$ cat src/rtl/lsu_pkg.sv
`default_nettype none

package lsu_pkg;

    // physical register file geometry
    localparam int NUM_PREGS = 64;
    localparam int PREG_W    = $clog2(NUM_PREGS);

    // reorder buffer geometry, only the index travels through this block
    localparam int ROB_SIZE = 32;
    localparam int ROB_W    = $clog2(ROB_SIZE);

    // rv32i major opcodes handled by the memory pipe
    localparam logic [6:0] op_load  = 7'b0000011;
    localparam logic [6:0] op_store = 7'b0100011;

    // access size held in funct3[1:0], funct3[2] marks an unsigned load
    localparam logic [1:0] size_byte = 2'b00;
    localparam logic [1:0] size_half = 2'b01;
    localparam logic [1:0] size_word = 2'b10;

    // one load/store queue slot
    typedef struct packed {
        logic [6:0]        opcode;
        logic [2:0]        funct3;
        logic              amo;       // ordered like a store, returns data like a load
        logic [PREG_W-1:0] pr1;       // base address register
        logic [PREG_W-1:0] pr2;       // store data register, 0 when unused
        logic [PREG_W-1:0] phys_rd;   // load destination
        logic [ROB_W-1:0]  rob_index;
        logic [11:0]       imm;       // signed byte offset
    } lsq_entry_t;

endpackage

`default_nettype wire

$ cat src/rtl/lsq_issue_if.sv
`timescale 1ns/1ps
`default_nettype none

interface lsq_issue_if
    import lsu_pkg::*;
();

    logic       req;    // queue has a stable head entry on offer
    logic       ack;    // address stage has latched the entry
    lsq_entry_t entry;

    // four-phase exchange: req up, ack up, req down with the pop, ack down
    modport issuer (
        output req,
        output entry,
        input  ack
    );

    modport receiver (
        input  req,
        input  entry,
        output ack
    );

endinterface

`default_nettype wire

$ cat src/rtl/load_store_queue.sv
`timescale 1ns/1ps
`default_nettype none

module load_store_queue
    import lsu_pkg::*;
#(
    parameter int QUEUE_DEPTH = 8   // power of two so the pointers wrap by themselves
)
(
    input  wire logic              clk,
    input  wire logic              rst,
    input  wire logic              flush,
    input  wire logic              disp_valid,
    input  wire lsq_entry_t        disp_entry,
    output logic                   disp_ready,
    input  wire logic [ROB_W-1:0]  rob_head,
    output logic      [PREG_W-1:0] q1_preg,
    output logic      [PREG_W-1:0] q2_preg,
    input  wire logic              q1_ready,
    input  wire logic              q2_ready,
    lsq_issue_if.issuer            issue
);

    localparam int PTR_W = $clog2(QUEUE_DEPTH);

    lsq_entry_t       slots [QUEUE_DEPTH];
    logic [PTR_W:0]   rd_ptr;       // msb is the wrap bit
    logic [PTR_W:0]   wr_ptr;
    logic             open;         // dispatch opens the cycle after reset is released
    logic             empty;
    logic             full;
    logic             push;
    logic             pop;
    logic             ordered;
    logic             eligible;
    lsq_entry_t       head;

    assign head  = slots[rd_ptr[PTR_W-1:0]];
    assign empty = rd_ptr == wr_ptr;
    assign full  = rd_ptr[PTR_W-1:0] == wr_ptr[PTR_W-1:0] && rd_ptr[PTR_W] != wr_ptr[PTR_W];

    assign disp_ready = open && !full;
    assign push       = disp_valid && disp_ready;
    assign pop        = issue.req && issue.ack;

    // readiness query always looks at the oldest entry
    assign q1_preg = head.pr1;
    assign q2_preg = head.pr2;

    // stores and amos may only touch memory once they are the oldest in the rob
    assign ordered  = head.opcode == op_store || head.amo;
    assign eligible = !empty && q1_ready && q2_ready && (!ordered || rob_head == head.rob_index);

    assign issue.entry = head;  // rd_ptr cannot move while req is up, so this stays stable

    always_ff @(posedge clk)
    begin
        if (push)
        begin
            slots[wr_ptr[PTR_W-1:0]] <= disp_entry;
        end
    end

    always_ff @(posedge clk)
    begin
        if (rst || flush)
        begin
            rd_ptr    <= '0;
            wr_ptr    <= '0;
            issue.req <= 1'b0;
            open      <= !rst;
        end
        else
        begin
            open <= 1'b1;
            if (push)
            begin
                wr_ptr <= wr_ptr + 1'b1;
            end
            if (pop)
            begin
                rd_ptr    <= rd_ptr + 1'b1;
                issue.req <= 1'b0;
            end
            else if (!issue.req && !issue.ack && eligible)
            begin
                issue.req <= 1'b1;  // wait for the previous ack to fall before offering again
            end
        end
    end

    // occupancy never exceeds the slot count
    a_no_overflow: assert property (@(posedge clk) disable iff (rst)
        (wr_ptr - rd_ptr) <= (PTR_W + 1)'(QUEUE_DEPTH))
        else $error("load_store_queue: write pointer overran read pointer");

    // the address stage may latch the entry any cycle while req is up
    a_entry_stable: assert property (@(posedge clk) disable iff (rst)
        issue.req && !pop && !flush |=> $stable(issue.entry))
        else $error("load_store_queue: head entry changed under req");

endmodule

`default_nettype wire

$ cat src/flat_wrapper.sv
// flat-port wrapper written by rule: the top's interface ports become plain ports
module load_store_queue_flat import lsu_pkg::*;
#(
    parameter int QUEUE_DEPTH = 8                                                     
)
  (clk, rst, flush, disp_valid, disp_entry, disp_ready, rob_head, q1_preg, q2_preg, q1_ready, q2_ready, issue_req, issue_entry, issue_ack);
  lsq_issue_if issue_i ();
  input  wire logic clk;
  input  wire logic rst;
  input  wire logic flush;
  input  wire logic disp_valid;
  input  wire lsq_entry_t disp_entry;
  output logic disp_ready;
  input  wire logic [ROB_W-1:0] rob_head;
  output logic      [PREG_W-1:0] q1_preg;
  output logic      [PREG_W-1:0] q2_preg;
  input  wire logic q1_ready;
  input  wire logic q2_ready;
  output wire logic [$bits(issue_i.req)-1:0] issue_req;
  output wire logic [$bits(issue_i.entry)-1:0] issue_entry;
  input wire logic [$bits(issue_i.ack)-1:0] issue_ack;
  assign issue_req = issue_i.req;
  assign issue_entry = issue_i.entry;
  assign issue_i.ack = issue_ack;
  load_store_queue #(.QUEUE_DEPTH(QUEUE_DEPTH)) u_core (.clk(clk), .rst(rst), .flush(flush), .disp_valid(disp_valid), .disp_entry(disp_entry), .disp_ready(disp_ready), .rob_head(rob_head), .q1_preg(q1_preg), .q2_preg(q2_preg), .q1_ready(q1_ready), .q2_ready(q2_ready), .issue(issue_i));
endmodule
$ cat config.mk
export PLATFORM = sky130hd
export DESIGN_NAME = load_store_queue_flat
export DESIGN_NICKNAME = d
export VERILOG_FILES = /design/src/rtl/lsu_pkg.sv /design/src/rtl/lsq_issue_if.sv /design/src/rtl/load_store_queue.sv /design/src/flat_wrapper.sv
export SDC_FILE = /design/constraint.sdc
export NUM_CORES = 1
export LEC_CHECK = 0
export BUFFER_PORTS_ARGS = -buffer_cell sky130_fd_sc_hd__buf_4
export CAP_MARGIN = 20
export CORE_ASPECT_RATIO = 1.75
export CORE_MARGIN = 2
export CORE_UTILIZATION = 59
export DETAILED_ROUTE_END_ITERATION = 16
export GPL_TIMING_DRIVEN = 0
export PLACE_DENSITY = 0.79
export SYNTH_ARGS = -nofsm -noshare
export SYNTH_HDL_FRONTEND = slang
export SYNTH_SLANG_ARGS = --single-unit
export TNS_END_PERCENT = 5
$ cat constraint.sdc
create_clock -name clk -period 8.8 [get_ports clk]
set_clock_uncertainty 0.1 [all_clocks]
set_input_delay 2.64 -clock clk [delete_from_list [all_inputs] [get_ports clk]]
set_output_delay 2.64 -clock clk [all_outputs]
set_load 0.1 [all_outputs]
Word level (Yosys, flattened, before mapping)
Memories as Yosys holds them, arrays and structs flattened. A register that Yosys moved wholly into a read port is not among the register bits. Cells that the tools add are included.

Eq/ne operators: 5. $add $sub $neg: 2. Multiplexer cells: 4. Reductions and logical operators: 19.

Operators with widths (count): logical AND 1 bit (9); adder 4 x 1 -> 4 bit (second input constant) (2); equality test 7 x 6 -> 1 bit (second input constant) (1); logical NOT 1 bit (6); two-way mux 3 bit (2); equality test 5 bit (1); equality test 4 bit (1); equality test 3 bit (1); logical OR 1 bit (3); two-way mux 1 bit (2); OR reduction 2 bit (1); inequality test 1 bit (1).

Memories kept: 1. Output and inout port bits: 60. RAM bits: 368. Input bits: 58. Word-level logic and storage cells: 35. Register bits after elaboration: 10.

Memory list: u_core.slots (words 8, width 46, rd ports 1, clocked after memory_dff 1, wr ports 1, RTL line load_store_queue.sv:26) `lsq_entry_t slots [QUEUE_DEPTH];`.

Depth between registers and ports, before layout
Depth in word-level cells: 7. Depth in mapped cells: 8. Depth with buffers taken out: 5.

Least setup slack after synthesis
Ideal clock, no wire load.

Kind: input to register. Start point: input disp_valid. End point: memory u_core.slots[0][0] (netlist name) (enable). Buffers on the path: 0. Stages: 2. Library setup time: 566 ps. Data required time: 8134 ps. Data arrival time: 7229 ps. Path slack: 905 ps. Path through: nand2_1 nor4_1.

Longest elaborated chain between the ends: 3.

Ends and longest elaborated chain: start, declared (RTL line flat_wrapper.sv:11) `input wire logic disp_valid;`; logical AND 1 bit (RTL line load_store_queue.sv:43) `assign push = disp_valid && disp_ready;`; two-way mux 1 bit (RTL line load_store_queue.sv:58) `if (push)`; two-way mux 1 bit (not written as such) (RTL line load_store_queue.sv:60) `slots[wr_ptr[PTR_W-1:0]] <= disp_entry;`; end, declared (RTL line load_store_queue.sv:26).

Every way passes these cells.

==> flow_summary.ini <==
[run_status]
status = complete, no violations

[routing]
vias_per_cell = 6.11
first_iter_violations = 587
drc = 0
detail-route-antenna-nets = 0
first_pass_iters = 5
routedWlPerCell_um = 27.1
via_count = 7214
wl_um = 31900

[place]
post-dp-hpwl_um = 20300
place.gp.congestion = 0.718
portBuffers = 117

[setup_path]
r2r_end = u_core.slots[2][11]$_DFFE_PP_
required_ns = 6.06
reg2reg_from = u_core.wr_ptr[1]$_SDFFE_PP0P_
cp.arrival_ns = 3.62
critPathMaxFanout = 10
reg2reg_depth = 8
endpoint_kind = primary output
worstSetupPathType = flip-flop to primary output
start_kind = flip-flop
rrSetupSlack_ns = 5.67

[synthesis]
syn-cell-area_mm2 = 0.0147
synthSimpleGateAreaFrac = 0.0172
synth_area_leaders = edfxtp_1, mux4_2, mux2_2, dfxtp_1, mux2i_1
synth_top_family_by_area = multiplexers
synth.top_cells.by_count = edfxtp_1, mux4_2, mux2_2, mux2i_1, buf_4
ys_types = 41
yosys.area.top_type = edfxtp_1
ys_warn_count = 0
synth-edff-count = 368
synthAdderAreaFrac = 0.00170
synth_seq_area_share = 0.768
synth_xor_area_frac = 0.00654
syn_inst = 658
ys_ff_latch = 381
synth.area.mux_share = 0.174
synth_compound_area_frac = 0.0110
syn_area_per_cell_um2 = 22.4
async_flop_share = 0
yosysMostFrequentCell = edfxtp_1
yosys.area.top_type_share = 0.750
synth_nets = 718
synthFlopType = edfxtp_1

[timing]
setup_viol = 0
slew_headroom = 0.353
hold_viol = 0
slew_viol_final = 0
worst_pin_slew_ns = 0.965
period_needed_ns = 6.36
period_share = 0.723
max_freq_mhz = 157
rsz0062_at_grt = false

[clock_tree]
clk_latency_ns = 0.53
holdBufCountCts = 0
ctsLongestPathBuffers = 3
postCtsSetupBuffers = 0
clk_pin_slew_ns = 0.07
htree_levels = 2
cts_tree = built
cts_sinks = 381
cts_resized = 0
cts_root_buf = clkbuf_16
numCtsBuffers = 34

[die]
initial_utilization = 0.600
die_x_um = 123
die_y_um = 213
coreArea_mm2 = 0.0245
io_pins = 118
die-area_mm2 = 0.0263
num_rows = 76

[hold_path]
hold_end = u_core.wr_ptr[3]$_SDFFE_PP0P_
min_from = u_core.wr_ptr[3]$_SDFFE_PP0P_
min_path_cells = 2
hp-class = flip-flop to flip-flop

[global_routing]
grt_pass1_wl_um = 46500
grt_pass1_vias = 7729
antenna_found_initial = 1
grt_max_degree = 25
grt_usage = 0.251
grt_overflow = 0

[pwr]
leakage_nw = 5.76
finalPower_mw = 3.69
power_density_mw_per_mm2 = 210
vdd_drop_max_mv = 0.171

[cells_and_area]
syn2layout_area_growth_pct = 19.1
utilization = 0.715
drive_above_1_share = 0.421
final_nets = 903

[run]
drv_cap = 0
## critical path, stage by stage (launching register included)
cell	delay [ns]
dfxtp_1	0.35
buf_4	0.24
buf_2	0.35
buf_2	0.36
buf_1	0.64
mux4_2	0.44
mux2_2	0.35
buf_4	0.15
buf_4	0.22
## where the power goes
group,switching [mW],internal (mW),total [mW]
clock,0.630,0.865,1.49
combinational,0.133,0.0536,0.187
sequential,0.00388,2.00,2.00
## placed cells by master (no fill, tap or decap), drive strengths merged, types with 5 or more instances in the layout
cell / n
edfxtp: 368
buf: 183
mux4: 82
clkbuf: 54
mux2: 45
mux2i: 20
dfxtp: 13
nor2: 11
xor2: 9
inv: 7
clkinv: 7
nand2: 6
nor3: 6
nand2b: 5
nor2b: 5
nand3: 5
## state kept, by name, summed over array words and instances, names as in the netlist, named ones only
| signal | flops |
|---|---|
| u_core.slots | 368 |
| u_core.issue.req | 1 |
| u_core.rd_ptr | 4 |
| u_core.open | 1 |
| u_core.wr_ptr | 4 |
## how the worst max path moves through the flow
stage	endpoint	slack [ns]	cells past startpoint
floorplan	u_core.slots[0][0]$_DFFE_PP_	0.90	2
global placement	u_core.slots[0][11]$_DFFE_PP_	-3.47	3
detailed placement	q1_preg[1]	2.99	8
CTS	q2_preg[0]	2.41	8
global route	q2_preg[5]	2.34	8
finish	q1_preg[1]	2.44	8
## layout make-up
type                            instances  area (µm²)
Multi-Input combinational cell        228        3150
Timing Repair Buffer                  149        1250
Clock buffer                           46         970
Buffer                                 42         289
Clock inverter                         14         155
Inverter                                7        26.3
Tap cell                              312         390
Fill cell                            1433        6990
Antenna cell                            1        2.50
Sequential cell                       381       11300
## metal layers
layer	GRT usage	part of all wire	vias to the layer above
li1	-	-	3083
met1	0.298	0.35	3722
met2	0.441	0.55	312
met3	0.0403	0.056	97
met4	0.123	0.047	0
met5	0	0	-
## cells by family after synthesis
group / after synthesis
AOI/OAI and AO/OA: 21
buffers and inverters: 49
DFF: 381
muxes: 147
adders and majority gates: 2
xor gates and xnor gates: 11
and+or+nand+nor: 47
## metrics by stage
step / worst slack, ns / area, µm² / setup TNS, ns / hold WS (ns) / cells
global placement: -3.47 / 16000 / -346.74 / 0.409 / 1087
finish: 2.44 / 17500 / 0 / 0.450 / 1180
floorplan: 0.905 / 14700 / 0 / 0.391 / 658
detailed placement: 2.99 / 16400 / 0 / 0.439 / 1119
global route: 2.34 / 17500 / 0 / 0.465 / 1180
CTS: 2.41 / 17500 / 0 / 0.447 / 1179
Note: power is estimated with default switching activity, not from simulation.
