--- src/rtl/lsu_pkg.sv ---
`default_nettype none

package lsu_pkg;

    // physical register file geometry
    localparam int NUM_PREGS = 64;
    localparam int PREG_W    = $clog2(NUM_PREGS);

    // reorder buffer geometry, only the index travels through this block
    localparam int ROB_SIZE = 32;
    localparam int ROB_W    = $clog2(ROB_SIZE);

    // rv32i major opcodes handled by the memory pipe
    localparam logic [6:0] op_load  = 7'b0000011;
    localparam logic [6:0] op_store = 7'b0100011;

    // access size held in funct3[1:0], funct3[2] marks an unsigned load
    localparam logic [1:0] size_byte = 2'b00;
    localparam logic [1:0] size_half = 2'b01;
    localparam logic [1:0] size_word = 2'b10;

    // one load/store queue slot
    typedef struct packed {
        logic [6:0]        opcode;
        logic [2:0]        funct3;
        logic              amo;       // ordered like a store, returns data like a load
        logic [PREG_W-1:0] pr1;       // base address register
        logic [PREG_W-1:0] pr2;       // store data register, 0 when unused
        logic [PREG_W-1:0] phys_rd;   // load destination
        logic [ROB_W-1:0]  rob_index;
        logic [11:0]       imm;       // signed byte offset
    } lsq_entry_t;

endpackage

`default_nettype wire

--- src/rtl/lsq_issue_if.sv ---
`timescale 1ns/1ps
`default_nettype none

interface lsq_issue_if
    import lsu_pkg::*;
();

    logic       req;    // queue has a stable head entry on offer
    logic       ack;    // address stage has latched the entry
    lsq_entry_t entry;

    // four-phase exchange: req up, ack up, req down with the pop, ack down
    modport issuer (
        output req,
        output entry,
        input  ack
    );

    modport receiver (
        input  req,
        input  entry,
        output ack
    );

endinterface

`default_nettype wire

--- src/rtl/addr_gen_unit.sv ---
`timescale 1ns/1ps
`default_nettype none

module addr_gen_unit
    import lsu_pkg::*;
(
    input  wire logic              clk,
    input  wire logic              rst,
    input  wire logic              flush,
    lsq_issue_if.receiver          issue,
    output logic      [PREG_W-1:0] rd1_preg,
    output logic      [PREG_W-1:0] rd2_preg,
    input  wire logic [31:0]       rd1_data,
    input  wire logic [31:0]       rd2_data,
    output logic                   mem_req,
    output logic                   mem_we,
    output logic      [31:0]       mem_addr,
    output logic      [31:0]       mem_wdata,
    output logic      [3:0]        mem_wmask,
    input  wire logic              mem_ack,
    input  wire logic [31:0]       mem_rdata,
    output logic                   ld_wb_valid,
    output logic      [PREG_W-1:0] ld_wb_preg,
    output logic      [31:0]       ld_wb_data,
    output logic                   done_valid,
    output logic      [ROB_W-1:0]  done_rob_index,
    output logic      [31:0]       done_data
);

    localparam logic [1:0] st_idle  = 2'd0;
    localparam logic [1:0] st_acked = 2'd1;
    localparam logic [1:0] st_mem   = 2'd2;
    localparam logic [1:0] st_drop  = 2'd3;

    logic [1:0]  state;
    logic        killed;        // flushed while in flight, finish the bus cycle quietly
    logic        take;
    logic [2:0]  funct3;
    logic [31:0] eff_addr;
    logic [31:0] wdata;
    logic [3:0]  wmask;
    logic [31:0] lane;
    logic [31:0] ld_value;

    assign rd1_preg = issue.entry.pr1;
    assign rd2_preg = issue.entry.pr2;
    assign take     = state == st_idle && issue.req && !issue.ack;
    assign eff_addr = rd1_data + {{20{issue.entry.imm[11]}}, issue.entry.imm};

    always_comb
    begin
        case (issue.entry.funct3[1:0])
            size_byte:
            begin
                wdata = {4{rd2_data[7:0]}};
                wmask = 4'b0001 << eff_addr[1:0];
            end
            size_half:
            begin
                wdata = {2{rd2_data[15:0]}};
                wmask = 4'b0011 << eff_addr[1:0];
            end
            default:
            begin
                wdata = rd2_data;
                wmask = 4'b1111;
            end
        endcase
    end

    // move the addressed lane down to bit 0, then extend by size and signedness
    assign lane = mem_rdata >> {mem_addr[1:0], 3'b000};

    always_comb
    begin
        case (funct3[1:0])
            size_byte: ld_value = funct3[2] ? {24'b0, lane[7:0]} : {{24{lane[7]}}, lane[7:0]};
            size_half: ld_value = funct3[2] ? {16'b0, lane[15:0]} : {{16{lane[15]}}, lane[15:0]};
            default:   ld_value = lane;
        endcase
    end

    always_ff @(posedge clk)
    begin
        if (take)
        begin
            funct3         <= issue.entry.funct3;
            mem_addr       <= eff_addr;
            mem_wdata      <= wdata;
            mem_wmask      <= wmask;
            ld_wb_preg     <= issue.entry.phys_rd;
            done_rob_index <= issue.entry.rob_index;
        end
        if (state == st_mem && mem_ack)
        begin
            ld_wb_data <= ld_value;
            done_data  <= mem_we ? 32'b0 : ld_value;
        end
    end

    always_ff @(posedge clk)
    begin
        if (rst)
        begin
            state       <= st_idle;
            issue.ack   <= 1'b0;
            mem_req     <= 1'b0;
            mem_we      <= 1'b0;
            killed      <= 1'b0;
            ld_wb_valid <= 1'b0;
            done_valid  <= 1'b0;
        end
        else
        begin
            ld_wb_valid <= 1'b0;
            done_valid  <= 1'b0;
            if (issue.ack && !issue.req)
            begin
                issue.ack <= 1'b0;
            end
            case (state)
                st_idle:
                begin
                    if (take)
                    begin
                        issue.ack <= 1'b1;
                        mem_we    <= issue.entry.opcode == op_store && !issue.entry.amo;
                        killed    <= flush;
                        state     <= st_acked;
                    end
                end
                st_acked:
                begin
                    if (killed || flush)
                    begin
                        killed <= 1'b0;  // nothing reached the bus yet, just drop it
                        state  <= st_idle;
                    end
                    else
                    begin
                        mem_req <= 1'b1;
                        state   <= st_mem;
                    end
                end
                st_mem:
                begin
                    if (flush)
                    begin
                        killed <= 1'b1;
                    end
                    if (mem_ack)
                    begin
                        mem_req     <= 1'b0;
                        ld_wb_valid <= !mem_we && !killed && !flush;
                        done_valid  <= !killed && !flush;
                        state       <= st_drop;
                    end
                end
                default:
                begin
                    if (!mem_ack)
                    begin
                        killed <= 1'b0;
                        state  <= st_idle;
                    end
                end
            endcase
        end
    end

    a_req_hold: assert property (@(posedge clk) disable iff (rst)
        mem_req && !mem_ack |=> mem_req)
        else $error("addr_gen_unit: mem_req dropped before mem_ack");

    a_aligned: assert property (@(posedge clk) disable iff (rst)
        mem_req |-> (funct3[1:0] == size_byte)
                 || (funct3[1:0] == size_half && !mem_addr[0])
                 || (mem_addr[1:0] == 2'b00))
        else $error("addr_gen_unit: misaligned access at %h", mem_addr);

endmodule

`default_nettype wire

--- src/flat_wrapper.sv ---
// flat-port wrapper written by rule: the top's interface ports become plain ports
module addr_gen_unit_flat import lsu_pkg::*;
  (clk, rst, flush, rd1_preg, rd2_preg, rd1_data, rd2_data, mem_req, mem_we, mem_addr, mem_wdata, mem_wmask, mem_ack, mem_rdata, ld_wb_valid, ld_wb_preg, ld_wb_data, done_valid, done_rob_index, done_data, issue_req, issue_entry, issue_ack);
  lsq_issue_if issue_i ();
  input  wire logic clk;
  input  wire logic rst;
  input  wire logic flush;
  output logic      [PREG_W-1:0] rd1_preg;
  output logic      [PREG_W-1:0] rd2_preg;
  input  wire logic [31:0] rd1_data;
  input  wire logic [31:0] rd2_data;
  output logic mem_req;
  output logic mem_we;
  output logic      [31:0] mem_addr;
  output logic      [31:0] mem_wdata;
  output logic      [3:0] mem_wmask;
  input  wire logic mem_ack;
  input  wire logic [31:0] mem_rdata;
  output logic ld_wb_valid;
  output logic      [PREG_W-1:0] ld_wb_preg;
  output logic      [31:0] ld_wb_data;
  output logic done_valid;
  output logic      [ROB_W-1:0] done_rob_index;
  output logic      [31:0] done_data;
  input wire logic [$bits(issue_i.req)-1:0] issue_req;
  input wire logic [$bits(issue_i.entry)-1:0] issue_entry;
  output wire logic [$bits(issue_i.ack)-1:0] issue_ack;
  assign issue_i.req = issue_req;
  assign issue_i.entry = issue_entry;
  assign issue_ack = issue_i.ack;
  addr_gen_unit u_core (.clk(clk), .rst(rst), .flush(flush), .issue(issue_i), .rd1_preg(rd1_preg), .rd2_preg(rd2_preg), .rd1_data(rd1_data), .rd2_data(rd2_data), .mem_req(mem_req), .mem_we(mem_we), .mem_addr(mem_addr), .mem_wdata(mem_wdata), .mem_wmask(mem_wmask), .mem_ack(mem_ack), .mem_rdata(mem_rdata), .ld_wb_valid(ld_wb_valid), .ld_wb_preg(ld_wb_preg), .ld_wb_data(ld_wb_data), .done_valid(done_valid), .done_rob_index(done_rob_index), .done_data(done_data));
endmodule
--- config.mk ---
export PLATFORM = sky130hd
export DESIGN_NAME = addr_gen_unit_flat
export DESIGN_NICKNAME = d
export VERILOG_FILES = /design/src/rtl/lsu_pkg.sv /design/src/rtl/lsq_issue_if.sv /design/src/rtl/addr_gen_unit.sv /design/src/flat_wrapper.sv
export SDC_FILE = /design/constraint.sdc
export NUM_CORES = 1
export LEC_CHECK = 0
export BUFFER_PORTS_ARGS = -buffer_cell sky130_fd_sc_hd__buf_2
export CORE_ASPECT_RATIO = 1.1
export CORE_MARGIN = 2
export CORE_UTILIZATION = 38
export DETAILED_ROUTE_END_ITERATION = 16
export PLACE_DENSITY = 0.62
export SLEW_MARGIN = 40
export SYNTH_ARGS = -nofsm -noshare
export SYNTH_HDL_FRONTEND = slang
export SYNTH_SLANG_ARGS = --single-unit
--- constraint.sdc ---
create_clock -name clk -period 23.3 [get_ports clk]
set_input_delay 4.66 -clock clk [delete_from_list [all_inputs] [get_ports clk]]
set_output_delay 4.66 -clock clk [all_outputs]
set_load 0.01 [all_outputs]
; Word level (Yosys, flattened, before mapping)
; Index checks and enable logic that the tools add are counted.
[classes]
eq_ne = 11
n_shift = 3
muxes = 21
n_div = 0
n_lt_le_gt_ge = 0
reduce_logical = 24
n_mul = 0
add_sub_neg = 1
bitwise_logic = 2
[op_table]
columns = op, count
row1 = case mux 32 bit (2 select lines), 2
row2 = 2-to-1 mux 32 bit, 2
row3 = adder 32 bit, 1
row4 = right shift 32 x 5 -> 32 bit, 1
row5 = 2-to-1 mux 1 bit, 9
row6 = logical AND 1 bit, 8
row7 = 2-to-1 mux 2 bit, 4
row8 = case mux 4 bit (2 select lines), 1
row9 = == test 7 x 6 -> 1 bit (second input constant), 1
row10 = == test 2 x 1 -> 1 bit (second input constant), 3
row11 = logical NOT 1 bit, 6
row12 = logical NOT 2 bit, 3
row13 = inequality test 2 bit (second input constant), 3
row14 = case mux 2 bit (3 select lines), 1
row15 = AND reduction 3 bit, 2
row16 = inequality test 2 x 1 -> 1 bit (second input constant), 2
row17 = inequality test 4 x 1 -> 1 bit (second input constant), 1
row18 = AND reduction 4 bit, 1
row19 = left shift 1 x 2 -> 4 bit (first input constant), 1
row20 = left shift 2 x 2 -> 4 bit (first input constant), 1
row21 = case mux 1 bit (3 select lines), 1
row22 = OR reduction 3 bit, 1
row23 = == test 2 bit (second input constant), 1
row24 = NOT 1 bit, 2
row25 = other kinds (4), 4
[word_totals]
out_inout_bits = 160
memories = 0
ram_bits = 0
mem_bits_ro = 0
reg_bits = 154
latchBits = 0
wordCells = 77

; Depth between registers and ports, before layout
; Gate-level depths: netlist of run 1.
[logic_depth]
word_depth = 5
depth_mapped = 11
ltp_nobuf = 11

; Least setup slack after synthesis of run 1
; OpenSTA, ideal clock, no wires.
[synth_timing]
path_kind = in2reg
startpoint = in issue_req
endpoint = reg u_core.killed
path_slack_ns = 8.628
t_arrival_ns = 14.603
required_time_ns = 23.230
setup_time_ns = 0.070
cell_stages = 4
path_cell_list = nor4b_1 -> mux2_2 -> o21ai_0 -> a21oi_1
[synth_between]
elab_chain_cells = 4
[synth_lines]
columns = item, line
row1 = start: declaration, flat_wrapper.sv:25  ; input wire logic [$bits(issue_i.req)-1:0] issue_req;
row2 = logical AND 1 bit (2 in a row), addr_gen_unit.sv:47  ; assign take = state == st_idle && issue.req && !issue.ack;
row3 = inequality test 2 x 1 -> 1 bit (no source line), --
row4 = AND reduction 4 bit (no source line), --
row5 = end signal: assignment, addr_gen_unit.sv:128  ; killed <= flush;
row6 = end: declaration, addr_gen_unit.sv:36  ; logic killed;
; Every way passes these cells.
; A chain may end at the register's enable or synchronous reset.

; Worst setup path in the final report of run 1
[layout_timing]
startpoint = in issue_entry[31]
endpoint = out rd1_preg[2]
[layout_rtl]
columns = item, line
row1 = start: declaration, flat_wrapper.sv:26  ; input wire logic [$bits(issue_i.entry)-1:0] issue_entry;
row2 = end: declaration, flat_wrapper.sv:8  ; output logic [PREG_W-1:0] rd1_preg;
; No word-level cell between the ends.

==> impl_metrics.json, run 1 <==
{
  "clock_skew_ns": 0.00865,
  "worstReg2RegStart": "u_core.mem_addr[0]$_DFFE_PP_",
  "post-route-period-util_pct": 40.0,
  "clockPowerShare_pct": 37.0,
  "grt_overflow_total": 0,
  "synth_top_cell_area_share_pct": 55.2,
  "dp.cells": 1142,
  "hold_buffers": 0,
  "max_slew_margin_pct": 46.2,
  "netSwitchingFraction_pct": 28.7,
  "synth_area_leader_cell": "edfxtp_1",
  "p_leak_nw": 4.38,
  "rrSetupSlack_ns": 20.81,
  "p_per_area_mw_per_mm2": 74.1,
  "yosys_warnings": 0,
  "fmax_mhz": 107,
  "die-area_mm2": 0.0221,
  "worstPathRequired_ns": 18.64,
  "grt_max_degree": 65,
  "wl_met1_mm": 8.44,
  "syn-num-nets": 812,
  "worst_pin_slew_ns": 0.807,
  "maxCapViolCount": 0,
  "hpwlAfterDp_mm": 15.2,
  "insertion_delay_ns": 0.42,
  "routabilityCongestion": 0.829,
  "vdd_drop_max_mv": 0.0455,
  "synth_cells": 633,
  "fin_nets": 1085,
  "syn-cell-area_mm2": 0.00794,
  "wl_met3_mm": 1.30,
  "clkTransAtPathRegs_ns": 0.07,
  "grtUsageTotal_pct": 18.0,
  "ctsResizeCount": 0,
  "wl_met2_mm": 10.2,
  "grt_pass1_vias": 5653,
  "synth.area.top_cells": "edfxtp_1 55%, ha_1 4.9%, mux2i_1 4.8%",
  "drc_errors": 0,
  "cts_buffers": 17,
  "slew_viol_final": 0,
  "status": "complete, no violations",
  "crit_arrival_ns": 4.66,
  "postRouteAntennaNets": 0,
  "coreArea_mm2": 0.0206,
  "fillers": 1906,
  "highest_layer": "met4",
  "layout.cells.non_filler": 1175,
  "synth-seq-cells": 154,
  "die_w_um": 142,
  "cts_max_level": 4,
  "die_h_um": 156,
  "crit_type": "input port to output pin",
  "antenna_found_initial": 0,
  "cp-start-kind": "input port",
  "cts_tree": "done",
  "yosysSeqAreaShare_pct": 57.2,
  "start_util_pct": 38.6,
  "setup_tns_ns": 0,
  "min_period_ns": 9.32,
  "setup_violations": 0,
  "power.total_uw": 746,
  "drt_iter0_markers": 300,
  "intPower_uw": 531,
  "ctsRootBufferMaster": "clkbuf_16",
  "async_reset_ff_share_pct": 0,
  "std_cell_rows": 55,
  "via_per_inst": 5.04,
  "avgRoutedWirePerCell_um": 17.2,
  "r2r-end": "u_core.done_data[17]$_SDFFCE_PP0P_",
  "seq_power_share_pct": 44.8,
  "cp_max_fo": 1,
  "synth_edf_count": 146,
  "hold_viol": 0,
  "pwr-share-comb_pct": 18.1,
  "power.switching_uw": 214,
  "routed_wl_mm": 20.2,
  "drt_first_pass_iters": 5,
  "end_kind": "output pin",
  "post-cts-setup-buffers": 0,
  "vias": 5926,
  "hold_depth": 2,
  "grt_pass1_wl_mm": 30.5,
  "io_buffers": 282,
  "holdWs_ns": 0.512,
  "synth_top_flop_cell": "edfxtp_1",
  "syn_to_final_growth_pct": 26.7,
  "synthDistinctLibCells": 67,
  "rsz0062_at_grt": "no",
  "hp-class": "register to register",
  "min_from": "u_core.killed$_SDFFE_PP0P_",
  "drive_gt1_share_pct": 40.0,
  "cts_max_path_buffers": 2,
  "ios": 307,
  "synth_area_per_cell_um2": 12.5,
  "rr_worst_depth": 8,
  "numClockSinks": 154,
  "n_antenna_cell": 0,
  "min_to": "u_core.killed$_SDFFE_PP0P_"
}
[sequential cells by signal, indices dropped and copies added (netlist names)]
register               flops
u_core.ld_wb_data         32
u_core.mem_req             1
u_core.ld_wb_valid         1
u_core.done_valid          1
u_core.mem_wdata          32
u_core.funct3              3
u_core.mem_addr           32
u_core.done_rob_index      5
u_core.issue.ack           1
u_core.mem_wmask           4
u_core.done_data          32
u_core.killed              1
u_core.mem_we              1
u_core.state               2
u_core.ld_wb_preg          6
[layout make-up]
type | count | area [um^2] | area share [%]
Clock buffer | 17 | 425 | 4.23
Multi-Input combinational cell | 436 | 3100 | 30.8
Inverter | 8 | 30.0 | 0.298
Timing Repair Buffer | 289 | 1470 | 14.6
Sequential cell | 154 | 4540 | 45.2
Clock inverter | 15 | 178 | 1.77
Tap cell | 256 | 320 | 3.18
[worst max path at each step]
stage,start,end,cells after the start
floorplan,issue_req,u_core.killed$_SDFFE_PP0P_,4
global placement,issue_entry[31],rd1_preg[2],0
detailed placement,issue_entry[31],rd1_preg[2],0
CTS,issue_entry[31],rd1_preg[2],0
global route,issue_entry[31],rd1_preg[2],0
finish,issue_entry[31],rd1_preg[2],0
[cells in the final DEF (no fill, tap or decap), types with 3 or more instances in the layout]
master	n
a211o_1	3
a211oi_1	4
a21o_1	22
a21o_2	4
a21oi_1	38
buf_2	282
buf_4	6
clkbuf_16	17
clkinv_4	3
clkinv_8	5
dfxtp_1	8
edfxtp_1	146
ha_1	31
inv_1	7
inv_8	5
mux2_2	18
mux2i_1	38
nand2_1	48
nand2b_1	5
nand3_1	11
nand4_1	5
nor2_1	35
nor2_2	3
nor2b_1	35
nor3_1	9
nor4b_1	3
o21a_1	7
o21ai_0	37
o21ai_1	5
o21bai_1	4
xnor2_1	17
xor2_1	10
[routing by layer]
layer / GRT usage, % / up-vias
met1: 21.8 / 2780
met2: 31.2 / 230
met4: 4.76 / 0
met5: 0 / -
met3: 5.37 / 16
li1: - / 2900
[metrics by stage]
step                      utilization, %  cell area, um^2  worst slack, ns
after global routing                48.9            10100            13.98
after detailed placement            45.9             9450            13.98
after global placement              45.9             9450            13.98
after CTS                           48.9            10100            13.98
final                               48.9            10100            13.98
after floorplan                        -             7940             8.63
[synth_stat cells, drive strengths merged, types with 2 or more instances]
cell and n:
edfxtp 146, nand2 48, o21ai 44, a21oi 40
nor2 39, mux2i 38, nor2b 37, ha 31
a21o 26, buf 19, mux2 18, xnor2 18
clkbuf 15, nand3 11, xor2 10, nor3 9
dfxtp 8, inv 8, o21a 8, a211oi 6
nand2b 5, nand4 5, o21bai 5, and3 4
nor4b 4, a211o 3, a21boi 2, and2 2
o22ai 2, o31ai 2
[power groups by stage]
stage / sequential [mW] / clock, mW / combinational [mW]
after floorplan: 0.352 / 0 / 0.0820
after CTS: 0.335 / 0.283 / 0.135
after detailed placement: 0.341 / 0 / 0.135
after global placement: 0.341 / 0 / 0.134
final: 0.334 / 0.276 / 0.135
after global routing: 0.336 / 0.297 / 0.148
[cells by family (layout without fill, tap and decap cells)]
kind of cell | count (synthesis) | in the layout | synth area share, %
AO/OA/AOI/OAI | 149 | 149 | 12.3
XOR/XNOR | 28 | 28 | 3.18
adder cells (fa/ha/maj) | 32 | 32 | 5.14
buffers and inverters | 43 | 329 | 3.97
flip-flops | 154 | 154 | 57.2
multiplexers | 56 | 56 | 7.34
AND/OR/NAND/NOR | 171 | 171 | 10.9
No activity file was read; power rests on OpenSTA's default activity.
==> run 2, diff against run 1 <==
ABC_AREA = 1   (was default)
PLACE_DENSITY = 0.61   (was 0.62)
clock period = 9.5 ns   (was 23.3 ns; I/O delays follow)
==> impl_metrics.json, run 2 <==
{
  "status": "complete, no violations",
  "crit_start": "issue_entry[23]",
  "final_cell_area_mm2": 0.0109,
  "slew_viol_final": 0,
  "synth_edf_count": 146,
  "coreArea_mm2": 0.0222,
  "p_per_area_mw_per_mm2": 173,
  "grtUsageTotal_pct": 19.2,
  "hold_buffers": 0,
  "worst_pin_slew_ns": 0.756,
  "cts_tree": "done",
  "post-cts-setup-buffers": 0,
  "crit_end": "rd2_preg[0]",
  "yosys.cell_count.top_type": "nand2_1",
  "rr_worst_depth": 9,
  "setup_tns_ns": 0,
  "drive_gt1_share_pct": 27.1,
  "final_util_pct": 48.9,
  "die_w_um": 148,
  "drc_errors": 0,
  "yosys_warnings": 0,
  "die_h_um": 162,
  "maxCapViolCount": 0,
  "worstPathRequired_ns": 7.60,
  "clock_skew_ns": 0.0115,
  "ctsResizeCount": 0,
  "synthTopCellsByCount": "370 x nand2_1, 175 x inv_1, 146 x edfxtp_1",
  "max_slew_margin_pct": 49.6,
  "rrSetupSlack_ns": 6.85,
  "final_common_cell": "nand2_1",
  "insertion_delay_ns": 0.43,
  "io_buffers": 282,
  "end_kind": "output pin",
  "async_reset_ff_share_pct": 0,
  "cts_max_path_buffers": 2,
  "rsz0062_at_grt": "no",
  "synthDistinctLibCells": 31,
  "syn-num-nets": 1191,
  "grt_max_degree": 57,
  "drt_iter0_markers": 337,
  "via_per_inst": 4.62,
  "setup_violations": 0,
  "hpwlAfterDp_mm": 18.1,
  "cp_max_fo": 1,
  "vias": 7358,
  "worstReg2RegStart": "u_core.mem_addr[0]$_DFFE_PP_",
  "synth.area.top_cells": "edfxtp_1 51%, nand2_1 16%, inv_1 7.6%",
  "cp-start-kind": "input port",
  "most-common-layout-cells": "370 x nand2_1, 282 x buf_2, 174 x inv_1, 146 x edfxtp_1, 58 x nor2_1",
  "numClockSinks": 154,
  "ctsRootBufferMaster": "clkbuf_16",
  "std_cell_rows": 57,
  "min_period_ns": 3.80,
  "r2r-end": "u_core.done_data[23]$_SDFFCE_PP0P_",
  "grt_pass1_wl_mm": 35.2,
  "crit_arrival_ns": 1.90,
  "hp-class": "register to register",
  "synth_area_per_cell_um2": 8.51,
  "postRouteAntennaNets": 0,
  "yosysSeqAreaShare_pct": 52.7,
  "grt_pass1_vias": 6905,
  "ios": 307,
  "holdWs_ns": 0.482,
  "clkTransAtPathRegs_ns": 0.07,
  "syn-cell-area_mm2": 0.00862,
  "routabilityCongestion": 0.882,
  "grt_overflow_total": 0,
  "hold_viol": 0,
  "synth_cells": 1012,
  "avgRoutedWirePerCell_um": 14.7,
  "vdd_drop_max_mv": 0.112,
  "path_depth": 0,
  "drt_first_pass_iters": 5,
  "routed_wl_mm": 23.4,
  "post_dp_cell_area_mm2": 0.0102,
  "fin_nets": 1463,
  "syn_to_final_growth_pct": 26.0,
  "cts_max_level": 4,
  "post-route-period-util_pct": 40.0,
  "fmax_mhz": 263,
  "die-area_mm2": 0.0239,
  "antenna_found_initial": 0,
  "cts_buffers": 17,
  "synth-seq-cells": 154,
  "p_leak_nw": 5.64,
  "synth_top_cell_area_share_pct": 50.9,
  "crit_type": "input port to output pin",
  "synth_top_flop_cell": "edfxtp_1",
  "synth_area_leader_cell": "edfxtp_1",
  "start_util_pct": 38.8
}
[run 2: cell count changes after synthesis, moves of 15 or more]
cell | previous run | this run
a21o_1 | 22 | 1
inv_1 | 7 | 175
mux2_2 | 18 | 0
mux2i_1 | 38 | 0
nand2_1 | 48 | 370
nand3_1 | 11 | 42
nand3_2 | 0 | 15
nor2_1 | 37 | 60
nor2b_1 | 35 | 0
o211ai_1 | 1 | 20
[run 2: cell families after synthesis]
logic type,share of synthesized area (%)
buf+inv,10.1
xor+xnor,1.52
compound gates,6.32
flops,52.7
simple gates,24.5
fa+ha+maj,4.73
[run 2: worst min-delay path by stage]
stage	start	endpoint	depth (start not counted)
6_report	u_core.mem_req$_SDFFE_PP0P_	u_core.mem_req$_SDFFE_PP0P_	2
5_1_grt	u_core.killed$_SDFFE_PP0P_	u_core.done_valid$_SDFF_PP0_	1
4_1_cts	u_core.mem_req$_SDFFE_PP0P_	u_core.mem_req$_SDFFE_PP0P_	2
3_5_place_dp	u_core.mem_req$_SDFFE_PP0P_	u_core.mem_req$_SDFFE_PP0P_	2
3_3_place_gp	u_core.mem_req$_SDFFE_PP0P_	u_core.mem_req$_SDFFE_PP0P_	2
2_1_floorplan	u_core.killed$_SDFFE_PP0P_	u_core.done_valid$_SDFF_PP0_	1
[run 2: metrics by stage]
stage          setup WS [ns]  cells  total power [mW]
6_report                5.70   1594              1.88
5_1_grt                 5.70   1592              1.97
4_1_cts                 5.70   1592              1.90
3_5_place_dp            5.70   1560              1.20
3_3_place_gp            5.70   1560              1.20
2_1_floorplan           4.26   1012              1.07
[run 2: metal layers]
layer / GRT usage, % / part of all wire [%] / vias to the layer above
met1: 22.4 / 40 / 3313
met4: 6.51 / 2.2 / 0
met3: 3.88 / 5.9 / 31
met2: 35.0 / 52 / 226
li1: - / - / 3788
met5: 0 / 0 / -
[run 2: final cells by class]
type | instances | area (um^2)
well taps | 295 | 369
diodes | 2 | 5.00
clock buffers | 17 | 425
flip-flops and latches | 154 | 4540
fillers | 2205 | 11300
multi-input cells | 648 | 3210
inverters | 177 | 668
repair buffers | 286 | 1440
clock inverters | 15 | 193
[run 2: where the power goes]
| group | switching, mW | internal, mW |
|---|---|---|
| registers | 0.0130 | 0.809 |
| clock network | 0.335 | 0.361 |
| logic | 0.235 | 0.127 |
==> run 3, diff against run 2 <==
clock period = 3.5 ns   (was 9.5 ns; I/O delays follow)
==> impl_metrics.json, run 3 (synthesis gave the netlist of run 2 again) <==
{
  "routed_wl_mm": 23.8,
  "io_buffers": 282,
  "crit_arrival_ns": 2.49,
  "final_common_cell": "nand2_1",
  "ctsRootBufferMaster": "clkbuf_16",
  "postRouteAntennaNets": 0,
  "hold_depth": 1,
  "grt_pass1_vias": 6973,
  "ctsResizeCount": 0,
  "rr_worst_depth": 7,
  "drive_gt1_share_pct": 27.2,
  "p_per_area_mw_per_mm2": 466,
  "post-route-period-util_pct": 66.1,
  "seq_power_share_pct": 44.2,
  "setup_tns_ns": 0,
  "coreArea_mm2": 0.0222,
  "cts_max_level": 4,
  "die_w_um": 148,
  "power.switching_mw": 1.56,
  "most-common-layout-cells": "370 x nand2_1, 282 x buf_2, 174 x inv_1, 146 x edfxtp_1, 59 x nor2_1",
  "setup_violations": 0,
  "post-cts-setup-buffers": 0,
  "n_antenna_cell": 0,
  "final_util_pct": 49.0,
  "cts_buffers": 17,
  "dp.cells": 1563,
  "cts_tree": "done",
  "std_cell_rows": 57,
  "pwr-share-comb_pct": 19.5,
  "ios": 307,
  "power.total_mw": 5.07,
  "fillers": 2156,
  "numClockSinks": 154,
  "hold_buffers": 0,
  "min_to": "u_core.done_rob_index[4]$_DFFE_PP_",
  "die_h_um": 162,
  "crit_type": "register to register",
  "clockPowerShare_pct": 36.3,
  "worstReg2RegStart": "u_core.mem_addr[1]$_DFFE_PP_",
  "drt_iter0_markers": 375,
  "layout.cells.non_filler": 1596,
  "fin_nets": 1467,
  "start_util_pct": 38.8,
  "avgRoutedWirePerCell_um": 14.9,
  "netSwitchingFraction_pct": 30.7,
  "insertion_delay_ns": 0.42,
  "die-area_mm2": 0.0239,
  "grt_overflow_total": 0,
  "clkTransAtPathRegs_ns": 0.07,
  "fmax_mhz": 432,
  "worstPathRequired_ns": 3.67,
  "r2r-end": "u_core.done_data[24]$_SDFFCE_PP0P_",
  "cts_max_path_buffers": 2,
  "min_from": "issue_entry[16]",
  "grt_max_degree": 66,
  "cp-start-kind": "register",
  "drt_first_pass_iters": 5,
  "grtUsageTotal_pct": 19.4,
  "worst_pin_slew_ns": 0.611,
  "vdd_drop_max_mv": 0.307,
  "cp_max_fo": 32,
  "syn_to_final_growth_pct": 26.2,
  "p_leak_nw": 5.66,
  "min_period_ns": 2.31,
  "end_kind": "register",
  "drc_errors": 0,
  "antenna_found_initial": 0,
  "vias": 7463,
  "holdWs_ns": 0.452,
  "clock_skew_ns": 0.0102,
  "slew_viol_final": 0,
  "grt_pass1_wl_mm": 36.0,
  "hold_viol": 0,
  "max_slew_margin_pct": 59.2,
  "rsz0062_at_grt": "no",
  "maxCapViolCount": 0,
  "hpwlAfterDp_mm": 18.6,
  "via_per_inst": 4.68,
  "status": "complete, no violations",
  "rrSetupSlack_ns": 1.19,
  "intPower_mw": 3.51,
  "routabilityCongestion": 0.910,
  "hp-class": "input port to register"
}
run 3: area by class of cell:
cell class / instances / area [um^2] / area share, %
clock buffers: 17 / 425 / 3.91
clock inverters: 15 / 173 / 1.59
inverters: 177 / 668 / 6.14
multi-input cells: 648 / 3210 / 29.5
flip-flops and latches: 154 / 4540 / 41.8
well taps: 295 / 369 / 3.39
repair buffers: 290 / 1490 / 13.7
run 3: worst max-delay path: stages, from the launching register on:
cell	delay (ns)
edfxtp_1	0.59
clkinv_2	0.38
o21a_2	0.34
nand3_2	0.06
buf_4	0.37
nand3_1	0.19
nand2_1	0.09
inv_1	0.05
run 3: power by group through the flow:
stage	Clock, mW	Sequential [mW]	Combinational (mW)
floorplan	0	2.34	0.571
global placement	0	2.28	0.977
detailed placement	0	2.29	0.985
CTS	1.89	2.25	0.989
global route	1.95	2.25	1.11
finish	1.84	2.24	0.988
run 3: worst max-delay path by stage:
stage	from	to	slack, ns	cells past startpoint
after floorplan	issue_req	u_core.mem_we$_SDFFE_PP0P_	0.55	6
after global placement	issue_entry[0]	u_core.mem_addr[20]$_DFFE_PP_	0.79	12
after detailed placement	issue_entry[0]	u_core.mem_addr[20]$_DFFE_PP_	0.79	12
after CTS	u_core.mem_addr[0]$_DFFE_PP_	u_core.done_data[24]$_SDFFCE_PP0P_	1.14	7
after global routing	u_core.mem_addr[1]$_DFFE_PP_	u_core.done_data[24]$_SDFFCE_PP0P_	0.98	7
final	u_core.mem_addr[1]$_DFFE_PP_	u_core.done_data[24]$_SDFFCE_PP0P_	1.19	7
run 3: per-stage QoR:
stage	instance area, um^2	setup WS [ns]
after floorplan	8620	0.549
after CTS	10900	1.14
final	10900	1.19
after detailed placement	10300	0.788
after global routing	10900	0.978
after global placement	10300	0.789
run 3: metal layers:
metal / up-vias / track usage (%) / wire length, um
li1: 3782 / - / -
met1: 3377 / 22.8 / 9520
met2: 270 / 35.4 / 12400
met3: 34 / 3.68 / 1370
met4: 0 / 6.16 / 531
met5: - / 0 / 0
